**src/verilog/uart_cfg_pkg.sv**
```systemverilog
package uart_cfg_pkg;

	// word and frame layout
	localparam int DATA_WIDTH = 8; // data bits per word
	localparam int FRAME_BITS = 1 + DATA_WIDTH + 1 + 1; // start + data + parity + stop

	// bit timing in tx_clk cycles
	localparam int CLOCKS_PER_BIT = 8; // one bit period
	localparam int SYNC_STAGES = 3; // rx line synchronizer depth

	// parity sense, 0 gives even parity
	localparam bit PARITY_ODD = 1'b0;

	// counter widths
	localparam int BIT_CNT_WIDTH = $clog2(FRAME_BITS); // counts bits of a frame
	localparam int CYC_CNT_WIDTH = $clog2(CLOCKS_PER_BIT); // counts cycles inside a bit

endpackage

```
**src/verilog/uart_types_pkg.sv**
```systemverilog
package uart_types_pkg;

	import uart_cfg_pkg::*;

	// transmit shifter FSM
	typedef enum logic {
		TX_IDLE, // line high, waiting for a pending frame
		TX_SEND // frame going out bit by bit
	} tx_state_t;

	// receive sampler FSM
	typedef enum logic [2:0] {
		RX_IDLE, // waiting for falling edge
		RX_START, // confirm start bit at mid-bit
		RX_DATA, // data bits, lsb first
		RX_PARITY, // parity bit
		RX_STOP // stop bit, result goes out here
	} rx_state_t;

	// start sits at bit 0 so the frame leaves from the lsb
	typedef struct packed {
		logic stop; // always 1
		logic parity; // parity over data
		logic [DATA_WIDTH-1:0] data; // payload, lsb sent first
		logic start; // always 0
	} tx_frame_t;

	typedef struct packed {
		logic [DATA_WIDTH-1:0] data; // received word
		logic parity_error; // parity bit did not match
		logic stop_error; // stop bit sampled low
	} rx_result_t;

endpackage

```
**src/verilog/uart_loopback.sv**
```systemverilog
`timescale 1ns/1ps

module uart_loopback (
	input logic tx_clk,
	input logic reset_tx,
	input logic i_enable, // request strobe
	input logic [uart_cfg_pkg::DATA_WIDTH-1:0] i_data,
	output logic o_serial, // tx line, also looped into rx
	output logic o_busy,
	output logic o_rx_valid,
	output logic [uart_cfg_pkg::DATA_WIDTH-1:0] o_rx_data,
	output logic o_rx_error // parity or stop error
);

	import uart_types_pkg::*;

	tx_frame_t frame; // request -> shifter
	logic frame_pending;
	logic frame_taken; // shifter -> request
	rx_result_t rx_result;

	uart_tx_request req0 (
		.tx_clk(tx_clk),
		.reset_tx(reset_tx),
		.i_enable(i_enable),
		.i_data(i_data),
		.i_busy(o_busy),
		.i_frame_taken(frame_taken),
		.o_frame(frame),
		.o_frame_pending(frame_pending)
	);

	uart_tx_shifter shf0 (
		.tx_clk(tx_clk),
		.reset_tx(reset_tx),
		.i_frame(frame),
		.i_frame_pending(frame_pending),
		.o_frame_taken(frame_taken),
		.o_serial(o_serial),
		.o_busy(o_busy)
	);

	uart_rx_sampler rx0 (
		.tx_clk(tx_clk),
		.reset_tx(reset_tx),
		.i_serial(o_serial), // loopback
		.o_valid(o_rx_valid),
		.o_result(rx_result)
	);

	assign o_rx_data = rx_result.data;
	assign o_rx_error = rx_result.parity_error | rx_result.stop_error;

endmodule

```
**src/verilog/uart_rx_sampler.sv**
```systemverilog
`timescale 1ns/1ps

module uart_rx_sampler (
	input logic tx_clk,
	input logic reset_tx,
	input logic i_serial, // raw serial line
	output logic o_valid, // one-cycle pulse at stop-bit sample
	output uart_types_pkg::rx_result_t o_result
);

	import uart_cfg_pkg::*;
	import uart_types_pkg::*;

	logic [SYNC_STAGES-1:0] sync_q; // line synchronizer chain
	logic line; // synchronized line
	logic line_q; // previous synchronized value
	logic fall; // start edge
	logic sample; // mid-bit strobe
	rx_state_t state_q;
	logic [CYC_CNT_WIDTH-1:0] cyc_q; // cycle within bit
	logic [BIT_CNT_WIDTH-1:0] bit_q; // data bits taken so far
	logic [DATA_WIDTH-1:0] data_q; // shift in from the top, lsb first
	logic parity_q; // received parity bit
	logic valid_q;
	rx_result_t result_q;

	assign line = sync_q[SYNC_STAGES-1];
	assign fall = line_q & ~line; // high to low on synced line
	assign sample = (cyc_q == CYC_CNT_WIDTH'(CLOCKS_PER_BIT / 2));

	always_ff @(posedge tx_clk) begin
		if (reset_tx) begin
			sync_q <= '1; // idle line level
			line_q <= 1'b1;
		end else begin
			sync_q <= {sync_q[SYNC_STAGES-2:0], i_serial};
			line_q <= line;
		end
	end

	always_ff @(posedge tx_clk) begin
		if (reset_tx) begin
			state_q <= RX_IDLE;
			cyc_q <= '0;
			bit_q <= '0;
			valid_q <= 1'b0;
			result_q <= '0;
		end else begin
			valid_q <= 1'b0; // default, pulses once per frame
			if (cyc_q == CYC_CNT_WIDTH'(CLOCKS_PER_BIT - 1)) begin
				cyc_q <= '0;
			end else begin
				cyc_q <= cyc_q + 1'b1;
			end
			unique case (state_q)
				RX_IDLE: begin
					if (fall) begin
						cyc_q <= CYC_CNT_WIDTH'(1); // edge cycle counts as cycle 0
						state_q <= RX_START;
					end
				end
				RX_START: begin
					if (sample) begin
						if (line) begin
							state_q <= RX_IDLE; // glitch, not a start bit
						end else begin
							bit_q <= '0;
							state_q <= RX_DATA;
						end
					end
				end
				RX_DATA: begin
					if (sample) begin
						data_q <= {line, data_q[DATA_WIDTH-1:1]};
						bit_q <= bit_q + 1'b1;
						if (bit_q == BIT_CNT_WIDTH'(DATA_WIDTH - 1)) begin
							state_q <= RX_PARITY;
						end
					end
				end
				RX_PARITY: begin
					if (sample) begin
						parity_q <= line;
						state_q <= RX_STOP;
					end
				end
				RX_STOP: begin
					if (sample) begin
						result_q.data <= data_q;
						result_q.parity_error <= ((^data_q) ^ PARITY_ODD) != parity_q; // recomputed vs received
						result_q.stop_error <= ~line; // stop must be high
						valid_q <= 1'b1;
						state_q <= RX_IDLE; // rest of stop bit is idle level
					end
				end
				default: begin
					state_q <= RX_IDLE;
				end
			endcase
		end
	end

	assign o_valid = valid_q;
	assign o_result = result_q;

endmodule

```
**src/verilog/uart_tx_request.sv**
```systemverilog
`timescale 1ns/1ps

module uart_tx_request (
	input logic tx_clk,
	input logic reset_tx,
	input logic i_enable, // single-cycle request strobe
	input logic [uart_cfg_pkg::DATA_WIDTH-1:0] i_data, // word to send
	input logic i_busy, // transmitter busy, requests dropped
	input logic i_frame_taken, // shifter loaded the frame this cycle
	output uart_types_pkg::tx_frame_t o_frame,
	output logic o_frame_pending
);

	import uart_cfg_pkg::*;
	import uart_types_pkg::*;

	logic accept; // request honoured this cycle
	logic parity_bit; // parity of incoming word
	tx_frame_t frame_q; // framed word waiting for the shifter
	logic pending_q;

	assign accept = i_enable & ~i_busy; // ignored while busy
	assign parity_bit = (^i_data) ^ PARITY_ODD; // xor of data, flipped for odd

	always_ff @(posedge tx_clk) begin
		if (accept) begin
			frame_q.stop <= 1'b1;
			frame_q.parity <= parity_bit;
			frame_q.data <= i_data;
			frame_q.start <= 1'b0;
		end
	end

	// pending stays up until the shifter takes the frame
	always_ff @(posedge tx_clk) begin
		if (reset_tx) begin
			pending_q <= 1'b0;
		end else if (accept) begin
			pending_q <= 1'b1; // busy gating keeps this to one frame
		end else if (i_frame_taken) begin
			pending_q <= 1'b0; // low the cycle after the load
		end
	end

	assign o_frame = frame_q;
	assign o_frame_pending = pending_q;

endmodule

```
**src/verilog/uart_tx_shifter.sv**
```systemverilog
`timescale 1ns/1ps

module uart_tx_shifter (
	input logic tx_clk,
	input logic reset_tx,
	input uart_types_pkg::tx_frame_t i_frame, // frame from request stage
	input logic i_frame_pending, // a frame is waiting
	output logic o_frame_taken, // pulse in the cycle the frame is loaded
	output logic o_serial, // serial line, idles high
	output logic o_busy
);

	import uart_cfg_pkg::*;
	import uart_types_pkg::*;

	tx_state_t state_q;
	logic [CYC_CNT_WIDTH-1:0] cyc_q; // cycle within current bit
	logic [BIT_CNT_WIDTH-1:0] bit_q; // bit index within frame
	logic [FRAME_BITS-1:0] shift_q; // bit 0 is on the line
	logic bit_end; // last cycle of a bit period
	logic frame_end; // last cycle of the stop bit

	assign bit_end = (cyc_q == CYC_CNT_WIDTH'(CLOCKS_PER_BIT - 1));
	assign frame_end = bit_end && (bit_q == BIT_CNT_WIDTH'(FRAME_BITS - 1));

	assign o_frame_taken = (state_q == TX_IDLE) && i_frame_pending; // load happens at this edge

	always_ff @(posedge tx_clk) begin
		if (reset_tx) begin
			state_q <= TX_IDLE;
			cyc_q <= '0;
			bit_q <= '0;
			shift_q <= '1; // line high out of reset
		end else begin
			unique case (state_q)
				TX_IDLE: begin
					if (i_frame_pending) begin
						shift_q <= i_frame; // start bit shows next cycle
						cyc_q <= '0;
						bit_q <= '0;
						state_q <= TX_SEND;
					end
				end
				TX_SEND: begin
					if (bit_end) begin
						cyc_q <= '0;
						shift_q <= {1'b1, shift_q[FRAME_BITS-1:1]}; // refill with idle level
						if (frame_end) begin
							state_q <= TX_IDLE; // stop bit done
						end else begin
							bit_q <= bit_q + 1'b1;
						end
					end else begin
						cyc_q <= cyc_q + 1'b1;
					end
				end
				default: begin
					state_q <= TX_IDLE;
				end
			endcase
		end
	end

	// Busy covers the pending frame as well, so a new request is
	// refused from the cycle after the accepted one until the stop bit ends.
	assign o_busy = i_frame_pending | (state_q == TX_SEND);
	assign o_serial = shift_q[0];

endmodule

```
**config.mk**
```make
export PLATFORM = sky130hd
export DESIGN_NAME = uart_loopback
export DESIGN_NICKNAME = d
export VERILOG_FILES = /design/src/verilog/uart_cfg_pkg.sv /design/src/verilog/uart_types_pkg.sv /design/src/verilog/uart_loopback.sv /design/src/verilog/uart_rx_sampler.sv /design/src/verilog/uart_tx_request.sv /design/src/verilog/uart_tx_shifter.sv
export SDC_FILE = /design/constraint.sdc
export NUM_CORES = 1
export LEC_CHECK = 0
export BUFFER_PORTS_ARGS = -buffer_cell sky130_fd_sc_hd__buf_2
export CAP_MARGIN = 10
export CORE_MARGIN = 10
export CORE_UTILIZATION = 45
export CTS_CLUSTER_SIZE = 8
export DETAILED_ROUTE_END_ITERATION = 10
export SLEW_MARGIN = 10
export SYNTH_ARGS = -nofsm -noshare
export SYNTH_HDL_FRONTEND = slang
export SYNTH_SLANG_ARGS = --single-unit
```
**constraint.sdc**
```tcl
create_clock -name tx_clk -period 4.3 [get_ports tx_clk]
set_clock_uncertainty 0.1 [all_clocks]
set_input_delay 0.86 -clock tx_clk [delete_from_list [all_inputs] [get_ports tx_clk]]
set_output_delay 0.86 -clock tx_clk [all_outputs]
set_load 0.1 [all_outputs]
```
==> results.md, run 1 <==
* Util after Layout at 53.3%
* DIE AREA at 9410 sq um
* Crit end category: output pin
* Hold path start: rx0.sync_q[0]
* Htree depth at 3
* Max-Cap Viols at 0
* Worst Setup Start Kind: register
* GRT Util Overall at around a tenth
* Vias at 1817
* Vias in the first global route at 1733
* Nets at 295
* WS Path Type: register to output pin
* CTS root buffer: clkbuf_8
* YS warnings at 0
* Max transition margin at about a third
* Clock Path Buffers at 2
* Final-report max-slew violation count at 0
* Clk sinks at 62
* #FFs+latches synth at 62
* Synth Area in Adders at 3.75%
* Post-DRT Antenna Nets at 0
* Post_cts resized at 0
* Post-synth net total at 282
* Achievable frequency at 411 MHz
* RSZ-0062 raised after global routing: no
* Required @ worst endpoint at 3340 ps
* # Post-CTS Setup Buffers at 0
* Initial Util at 47.3%
* CTS tree: done
* Final period util at 56.6%
* Ports at 23
* Drt total wl at 4620 um
* Hpwl dp at 3080 um
* Xor-xnor portion of the synthesized cell area at 5.30%
* Endpoints failing setup at 0
* Simple-gate share of the synthesized area at 20.0%
* Commonest non-fill, non-tap cell in the layout: dfxtp_1
* Worst hold-check path type: register to register
* WP data arrival at 1470 ps
* Final hold viol count at 0
* Largest net degree at the start of global routing at 37
* Largest family of logic cells by synthesized area: simple AND/OR/NAND/NOR gates
* PortBufs at 22
* Total negative slack at 0 ps
* Mean Syn Cell Area at between 10 and 15 sq um
* Post-route DRC at 0
* Avg Vias per Cell at 5.15
* Remaining global-route overflow at 0
* Skew-Pair Late Insertion Delay at 330 ps
* CP startpoint: req0.o_frame_pending
* Post-route minimum period at about 2400 ps
* Core region area at 5640 sq um
* Synth cell types at 47
* Die height at 97.0 um
* Initial antenna violation count at 0
* Post-cts hold buffer count at 0
* Outcome: finished clean
* DR iter-0 viols at 51
* Diode count at 0
* Mapped Cells at 263
* First-pass GRT wire length at 8050 um
* Hold WS at 305 ps
* WL per Instance at 13.1 um
* Row cnt at 27
* GP Congestion at 0.713
* Post-synthesis mux area share at less than 1%
* Area growth from synthesis to layout at 12.6%
* Slew @ Worst Pin at 965 ps
* PwrDens at 468 nW/um^2
* P_leak at roughly 1.1 nW
* Post-Syn Area at ~2700 sq um
* Commonest cells after routing, fill and taps aside: dfxtp_1, nor2_1, nand2_1
* Reg-to-Reg Start: rx0.state_q[1]
* Die Wd at 97.0 um
* Most used DFF post-synth: dfxtp_1
* Complex-gate fraction of the synthesized area at 11.1%
* Total CTS buffers at 9
* Sequential element share of the synthesized area at between 50 and 60%
* EDFF count, synth at 18
* Async set-reset flop share out of synthesis at 0%
* VDD IR max at between 200 and 250 uV
* Fraction of layout cells with a size suffix above 1 at 17.8%
* Clock transition at path regs at roughly 70 ps
* First drt pass iteration count at 5
* Critical Path Fanout Max at 6
[flip-flops by register name, indices dropped and copies added (netlist names), 3 cells and up]
signal and count:
shf0.bit_q 4, rx0.data_q 8, rx0.state_q 3, rx0.sync_q 3, rx0.bit_q 4, shf0.shift_q 10, rx0.o_result 10, shf0.cyc_q 3
req0.o_frame 9, rx0.cyc_q 3
[layer usage]
metal | global-route usage (%) | up-vias | share of wire, %
li1 | - | 934 | -
met1 | 12.1 | 830 | 47
met2 | 15.5 | 44 | 46
met3 | 4.33 | 9 | 5.0
met4 | 5.41 | 0 | 1.9
met5 | 0 | - | 0
[critical path, stage by stage, from the launching register on]
cell and delay, ps:
dfxtp_1 430, nor2_1 140, inv_1 130, buf_2 440
[area by class of cell]
| cell class | count | area [sq um] |
|---|---|---|
| Fill cell | 503 | 2640 |
| Sequential cell | 62 | 1420 |
| Multi-Input combinational cell | 173 | 1090 |
| Clock inverter | 7 | 136 |
| Clock buffer | 9 | 124 |
| Timing Repair Buffer | 23 | 118 |
| Tap cell | 72 | 90.1 |
| Inverter | 7 | 26.3 |
[logic make-up (layout without fill, tap and decap cells)]
group / count (synthesis) / count (layout)
multiplexers: 2 / 2
AND/OR/NAND/NOR: 105 / 105
adder cells (fa/ha/maj): 8 / 8
buffers and inverters: 28 / 46
XOR/XNOR: 13 / 13
flip-flops: 62 / 62
AO/OA/AOI/OAI: 45 / 45
[path summary, 6_finish.rpt]
| check | endpoint | slack, ps | cells after the start |
|---|---|---|---|
| setup / recovery | o_busy | 1870 | 3 |
| hold / removal | rx0.sync_q[1] | 310 | 1 |
| setup reg to reg | rx0.data_q[5] | 2150 | 2 |
| hold reg to reg | rx0.sync_q[1] | 310 | 1 |
[synthesized netlist by cell type (3+ instances only)]
library cell   n  area share, %
and2_1        10            2.3
nor2_1        31            4.4
xor2_1         3           0.98
nand3_1        5           0.94
nand2_1       24            3.4
nor3_1         7            1.3
or2_2          5            1.2
xnor2_1        8            2.6
edfxtp_1      18             20
dfxtp_1       44             33
clkbuf_1       8            1.1
nor3b_1        4            1.1
o21ai_0        9            1.7
ha_1           8            3.7
a21oi_1       13            2.4
inv_1          7           0.98
a211oi_1      11            3.1
buf_4         10            2.8
[power breakdown]
part | switching [mW] | internal (mW) | total, mW
Combinational | 0.0652 | 0.0333 | 0.0986
Clock | 0.230 | 0.441 | 0.671
Sequential | 0.0116 | 0.625 | 0.637
Total | 0.307 | 1.10 | 1.41
[per-stage QoR]
step / setup WS, ps / power, mW / cells / instance area (sq um)
CTS: 1840 / 1.42 / 353 / 3010
detailed placement: 1730 / 0.749 / 337 / 2750
floorplan: 1950 / 0.724 / 263 / 2670
global placement: 1760 / 0.747 / 337 / 2750
global route: 1760 / 1.46 / 353 / 3010
finish: 1870 / 1.41 / 353 / 3010
(Power assumes the default switching activity.)
==> run 2, diff against run 1 <==
Settings changed: PLACE_DENSITY set to 0.65.
Clock period 4.3 ns to 2 ns, I/O delays scaled along.
==> results.md, run 2 (synthesis results as in run 1) <==
* Slew @ Worst Pin at 470 ps (-495 ps)
* CP top delay family: flip-flops
* WS Path Type: register to output pin
* VDD IR max at 531 uV (+120%)
* Clock transition at path regs at 60 ps (about the same)
* GP Congestion at 0.782 (+9.6%)
* Outcome: finished clean
* WP data arrival at 1280 ps (-190 ps)
* Final Instance Count excl. Fillers at 357 (+1.1%)
* Post-route minimum period at 1780 ps
* Hold path start: i_data[2]
* Slowest CP cell: dfxtp_1
* GRT Util Overall at 10.3% (+0.047 points)
* CP max stage delay at 460 ps (+20 ps)
* Final-report max-slew violation count at 0 (unchanged)
* Commonest cells after routing, fill and taps aside: dfxtp_1, nor2_1, nand2_1
* Core region area at 5640 sq um (unchanged)
* Initial Util at 47.3% (unchanged)
* # Post-CTS Setup Buffers at 0 (unchanged)
* Commonest non-fill, non-tap cell in the layout: dfxtp_1
* WL per Instance at 13.0 um (-0.31%)
* Ports at 23 (unchanged)
* PwrDens at 907 nW/um^2 (+94%)
* P_leak at 1.14 nW (-0.48%)
* Final hold viol count at 0 (unchanged)
* Total negative slack at 0 ps (unchanged)
* Largest net degree at the start of global routing at 16 (-57%)
* Avg Vias per Cell at 5.04 (-2.0%)
* Skew-Pair Late Insertion Delay at 330 ps (about the same)
* Drt total wl at 4650 um (+0.82%)
* Total CTS buffers at 9 (unchanged)
* CP startpoint: shf0.state_q
* Worst Setup Start Kind: register
* Die Wd at 97.0 um (unchanged)
* CTS root buffer: clkbuf_8
* R2r setup slk at 280 ps (-1870 ps)
* Initial antenna violation count at 0 (unchanged)
* Post-DRT Antenna Nets at 0 (unchanged)
* Achievable frequency at roughly 560 MHz
* Max transition margin at 68.4% (+33 points)
* CTS tree: done
* Diode count at 0 (unchanged)
* Die height at 97.0 um (unchanged)
* Htree depth at 3 (unchanged)
* Area growth from synthesis to layout at 12.3%
* Reg-to-Reg Start: rx0.state_q[2]
* Hold WS at 165 ps (-140 ps)
* Worst hold-check path type: input port to register
* DIE AREA at 9410 sq um (unchanged)
* Post_cts resized at 0 (unchanged)
* Vias in the first global route at 1806 (+4.2%)
* Final period util at 89.1%
* Nets at 299 (+1.4%)
* Fraction of layout cells with a size suffix above 1 at 19.3% (+1.5 points)
* Placed cell count at 341 (+1.2%)
* Hpwl dp at 3180 um (+3.0%)
* RSZ-0062 raised after global routing: no
* Crit end category: output pin
* Placement Cell Area at 2790 sq um (+1.6%)
* Clock Path Buffers at 2 (unchanged)
* First drt pass iteration count at 4 (-1)
* Critical Path Fanout Max at 8 (+2)
* Max-Cap Viols at 0 (unchanged)
* Row cnt at 27 (unchanged)
* DR iter-0 viols at 57 (+12%)
* First-pass GRT wire length at 8200 um (+1.8%)
* Vias at 1800 (-0.94%)
* Remaining global-route overflow at 0 (unchanged)
* Post-route design area at 3000 sq um (-0.21%)
* PortBufs at 22 (unchanged)
* Worst path bufs/invs at 2 (unchanged)
* Layout fillers at 512 (+1.8%)
* Post-cts hold buffer count at 0 (unchanged)
* CP Cell Sequence: nor2_1, inv_1, buf_12
* Clk sinks at 62 (unchanged)
* Post-route DRC at 0 (unchanged)
* Endpoints failing setup at 0 (unchanged)
* Required @ worst endpoint at 1500 ps (-1840 ps)
[run 2: cell types whose count changed in the layout (fill, tap and decap cells not counted), sizes merged]
cell	delta
buf	+4
clkinv	-1
bufinv	-3
clkinvlp	+2
clkbuf	+2
[run 2: per-layer routing]
layer,GRT usage [%],part of all wire (%)
met5,0,0
met4,4.40,1.6
met3,4.83,5.8
met2,16.3,46
met1,11.7,47
[run 2: final timing paths]
path	cells after the start	end
worst max-delay path	3	o_busy
worst max register to register	4	rx0.o_result[1]
worst min-delay path	1	req0.o_frame[3]
worst min register to register	1	rx0.sync_q[2]
[run 2: area by class of cell]
cell class	instances	area [sq um]	share of cell area [%]
Clock buffer	11	151	5.05
Timing Repair Buffer	27	163	5.42
Inverter	7	26.3	0.876
Clock inverter	5	57.6	1.92
Tap cell	72	90.1	3.00
Multi-Input combinational cell	173	1090	36.3
Sequential cell	62	1420	47.4
[run 2: power breakdown]
group / switching, mW / leakage [nW] / internal, mW
clock: 0.487 / 0.0976 / 0.640
sequential: 0.0274 / 0.524 / 1.34
combinational: 0.136 / 0.519 / 0.0839
[run 2: through the flow]
stage          worst slack, ps  utilization [%]  power, mW
2_1_floorplan             79.1                -       1.56
3_3_place_gp               320             49.5       1.62
3_5_place_dp               287             49.5       1.62
4_1_cts                    194             53.2       2.76
5_1_grt                   76.3             53.2       2.85
6_report                   217             53.2       2.72
==> run 3, diff against run 2 <==
Settings changed: ABC_AREA set to 1, SLEW_MARGIN 10 to 20.
==> results.md, run 3 <==
* CP top delay family: buffers and inverters
* Post-Syn Area at 2700 sq um (+1.1%)
* Achievable frequency at 556 MHz (-0.87%)
* Worst Setup Start Kind: register
* Reg-to-Reg Start: rx0.cyc_q[0]
* Skew-Pair Late Insertion Delay at 340 ps (about the same)
* Top cell type by total area after synthesis: dfxtp_1
* Crit path capture: o_busy
* R2r setup slk at 410 ps (+130 ps)
* Vias at 1976 (+9.8%)
* Drt total wl at 4780 um (+2.7%)
* Top post-synthesis cells by area: dfxtp_1, edfxtp_1, nand2_1, nor2_1, a21oi_1
* P_leak at 1.39 nW (+22%)
* Commonest cells after routing, fill and taps aside: nand2_1, dfxtp_1, nor2_1
* Most used DFF post-synth: dfxtp_1
* EDFF count, synth at 18 (unchanged)
* Logic gate share of total power at 12.9% (+4.8 points)
* Endpoints failing setup at 0 (unchanged)
* Sequential element share of the synthesized area at 52.6% (-0.59 points)
* Core region area at 5890 sq um (+4.3%)
* Synth cell types at 30 (-36%)
* Total CTS buffers at 9 (unchanged)
* CP max stage delay at 330 ps (-130 ps)
* Met2 Use GR at 14.7% (-1.6 points)
* # Post-CTS Setup Buffers at 0 (unchanged)
* Slowest CP cell: dfxtp_1
* Placed cell count at 392 (+15%)
* Total negative slack at 0 ps (unchanged)
* GR met3 Demand/Resource at 5.41% (+0.58 points)
* Clock transition at path regs at 70 ps (about the same)
* Final period util at 89.9% (+0.78 points)
* Final-report max-slew violation count at 0 (unchanged)
* Vias in the first global route at 1838 (+1.8%)
* Remaining global-route overflow at 0 (unchanged)
* Worst R2R End: rx0.data_q[4]
* Sw Share at 28.0% (+4.0 points)
* Area growth from synthesis to layout at 12.6%
* Worst path bufs/invs at 2 (unchanged)
* Share of the synthesized area in the top cell type at 32.6% (-0.37 points)
* First-pass GRT wire length at 8220 um (+0.33%)
* Post-cts hold buffer count at 0 (unchanged)
* CP startpoint: req0.o_frame_pending
* Largest net degree at the start of global routing at 28 (+12)
* Worst hold-check path type: input port to register
* Slew @ Worst Pin at 496 ps (+25.6 ps)
* VDD IR max at 569 uV (+7.2%)
* Crit end category: output pin
* GRT Util Overall at 10.5% (+0.19 points)
* Placement Cell Area at 2860 sq um (+2.3%)
* Internal Power at 2.00 mW (-3.6%)
* Nets at 347 (+16%)
* Critical Path Fanout Max at 5 (-3)
* Sequential power share at 50.4% (about the same)
* Post_cts resized at 0 (unchanged)
* Hpwl dp at 3270 um (+3.0%)
* #FFs+latches synth at 62 (unchanged)
* Async set-reset flop share out of synthesis at 0% (unchanged)
* Switching pwr at 0.775 mW (+19%)
* Initial antenna violation count at 0 (unchanged)
* Post-route minimum period at 1800 ps (+15.7 ps)
* Most frequent cells after synthesis: nand2_1, dfxtp_1, nor2_1, inv_1, a21oi_1
* Post-route design area at 3040 sq um (+1.3%)
* CP Cell Sequence: nor2_1, inv_1, buf_12
* Layout fillers at 558 (+9.0%)
* Ports at 23 (unchanged)
* Final Instance Count excl. Fillers at 408 (+14%)
* RSZ-0062 raised after global routing: no
* Post-synth net total at 324 (+15%)
* Max-Cap Viols at 0 (unchanged)
* PwrDens at 911 nW/um^2 (+0.51%)
* DIE AREA at 9500 sq um (+0.89%)
* Met1 Resource Use GR at 13.1% (+1.4 points)
* Clk sinks at 62 (unchanged)
* Mean Syn Cell Area at 8.85 sq um (-13%)
* Htree depth at 3 (unchanged)
* Post-DRT Antenna Nets at 0 (unchanged)
* YS warnings at 0 (unchanged)
* Clock Path Buffers at 2 (unchanged)
* Total stage count of the critical path at 3 (unchanged)
* Hold path start: i_data[6]
* PortBufs at 22 (unchanged)
* Clock share of power at 36.8% (-4.7 points)
* WS Path Type: register to output pin
* GP Congestion at 0.777 (-0.56%)
* Max transition margin at 67.2% (-1.2 points)
* DR iter-0 viols at 126 (+120%)
* Die height at 97.5 um (+0.44%)
* Diode count at 0 (unchanged)
* Required @ worst endpoint at 1500 ps (about the same)
* CTS tree: done
* GR peak layer: met2
* Initial Util at 45.9% (-1.5 points)
* WL per Instance at 11.7 um (-10%)
* First drt pass iteration count at 4 (unchanged)
* CTS root buffer: clkbuf_8
* Die Wd at 97.5 um (+0.44%)
* Fraction of layout cells with a size suffix above 1 at 19.2% (-0.079 points)
* Most common cell in the netlist: nand2_1
* Avg Vias per Cell at 4.84 (-3.9%)
* Commonest non-fill, non-tap cell in the layout: nand2_1
* Outcome: finished clean
* Row cnt at 28 (+3.7%)
* Mapped Cells at 305 (+16%)
* WP data arrival at 1300 ps (+20 ps)
* Post-route DRC at 0 (unchanged)
* Final hold viol count at 0 (unchanged)
* R2R depth at 7 (+3)
==> run 3: cell families after synthesis <==
kind of cell / after synthesis / synth area share, %
simple gates: 128 / 20.8
buf+inv: 48 / 8.57
fa+ha+maj: 8 / 3.71
compound gates: 47 / 10.4
flops: 62 / 52.6
xor+xnor: 12 / 3.89
==> run 3: how the worst min path moves through the flow <==
stage                            endpoint  slack (ps)  depth (start not counted)
after floorplan             rx0.sync_q[1]         290                          1
after global placement      rx0.sync_q[1]         290                          1
after detailed placement    rx0.sync_q[1]         300                          1
after CTS                 req0.o_frame[8]         130                          1
after global routing      req0.o_frame[8]         120                          1
final                     req0.o_frame[7]         150                          1
==> run 3: layer usage <==
layer,routed length (um),share of wire (%),up-vias
met5,0,0,-
met4,68,1.4,0
met3,254,5.3,8
met2,2090,44,33
met1,2370,50,901
li1,-,-,1034
==> run 3: worst register-to-register path: stages (launching register included) <==
cell and delay [ps]:
dfxtp_1 310, inv_1 70, ha_1 140, nand2_1 90, inv_1 160, nand2_1 90
nor2_1 150, buf_4 190
==> run 3: power groups by stage <==
stage,sequential (mW),combinational (mW),clock (mW)
floorplan,1.43,0.276,0
global placement,1.42,0.354,0
global route,1.40,0.402,1.11
CTS,1.39,0.361,1.05
detailed placement,1.42,0.359,0
finish,1.39,0.357,1.02
==> run 3: stage by stage <==
| step | setup slack [ps] | hold WS (ps) | util [%] | total power [mW] |
|---|---|---|---|---|
| global placement | 450 | 294 | 48.5 | 1.78 |
| floorplan | 252 | 289 | - | 1.70 |
| finish | 202 | 152 | 51.6 | 2.77 |
| global route | 101 | 125 | 51.6 | 2.91 |
| CTS | 178 | 131 | 51.6 | 2.81 |
| detailed placement | 411 | 297 | 48.5 | 1.78 |
==> run 3: layout make-up <==
class | instances | area, sq um | area share [%]
Timing Repair Buffer | 28 | 170 | 5.60
Sequential cell | 62 | 1420 | 46.8
Inverter | 32 | 123 | 4.03
Clock inverter | 5 | 31.3 | 1.03
Tap cell | 75 | 93.8 | 3.09
Multi-Input combinational cell | 195 | 1050 | 34.5
Clock buffer | 11 | 153 | 5.02
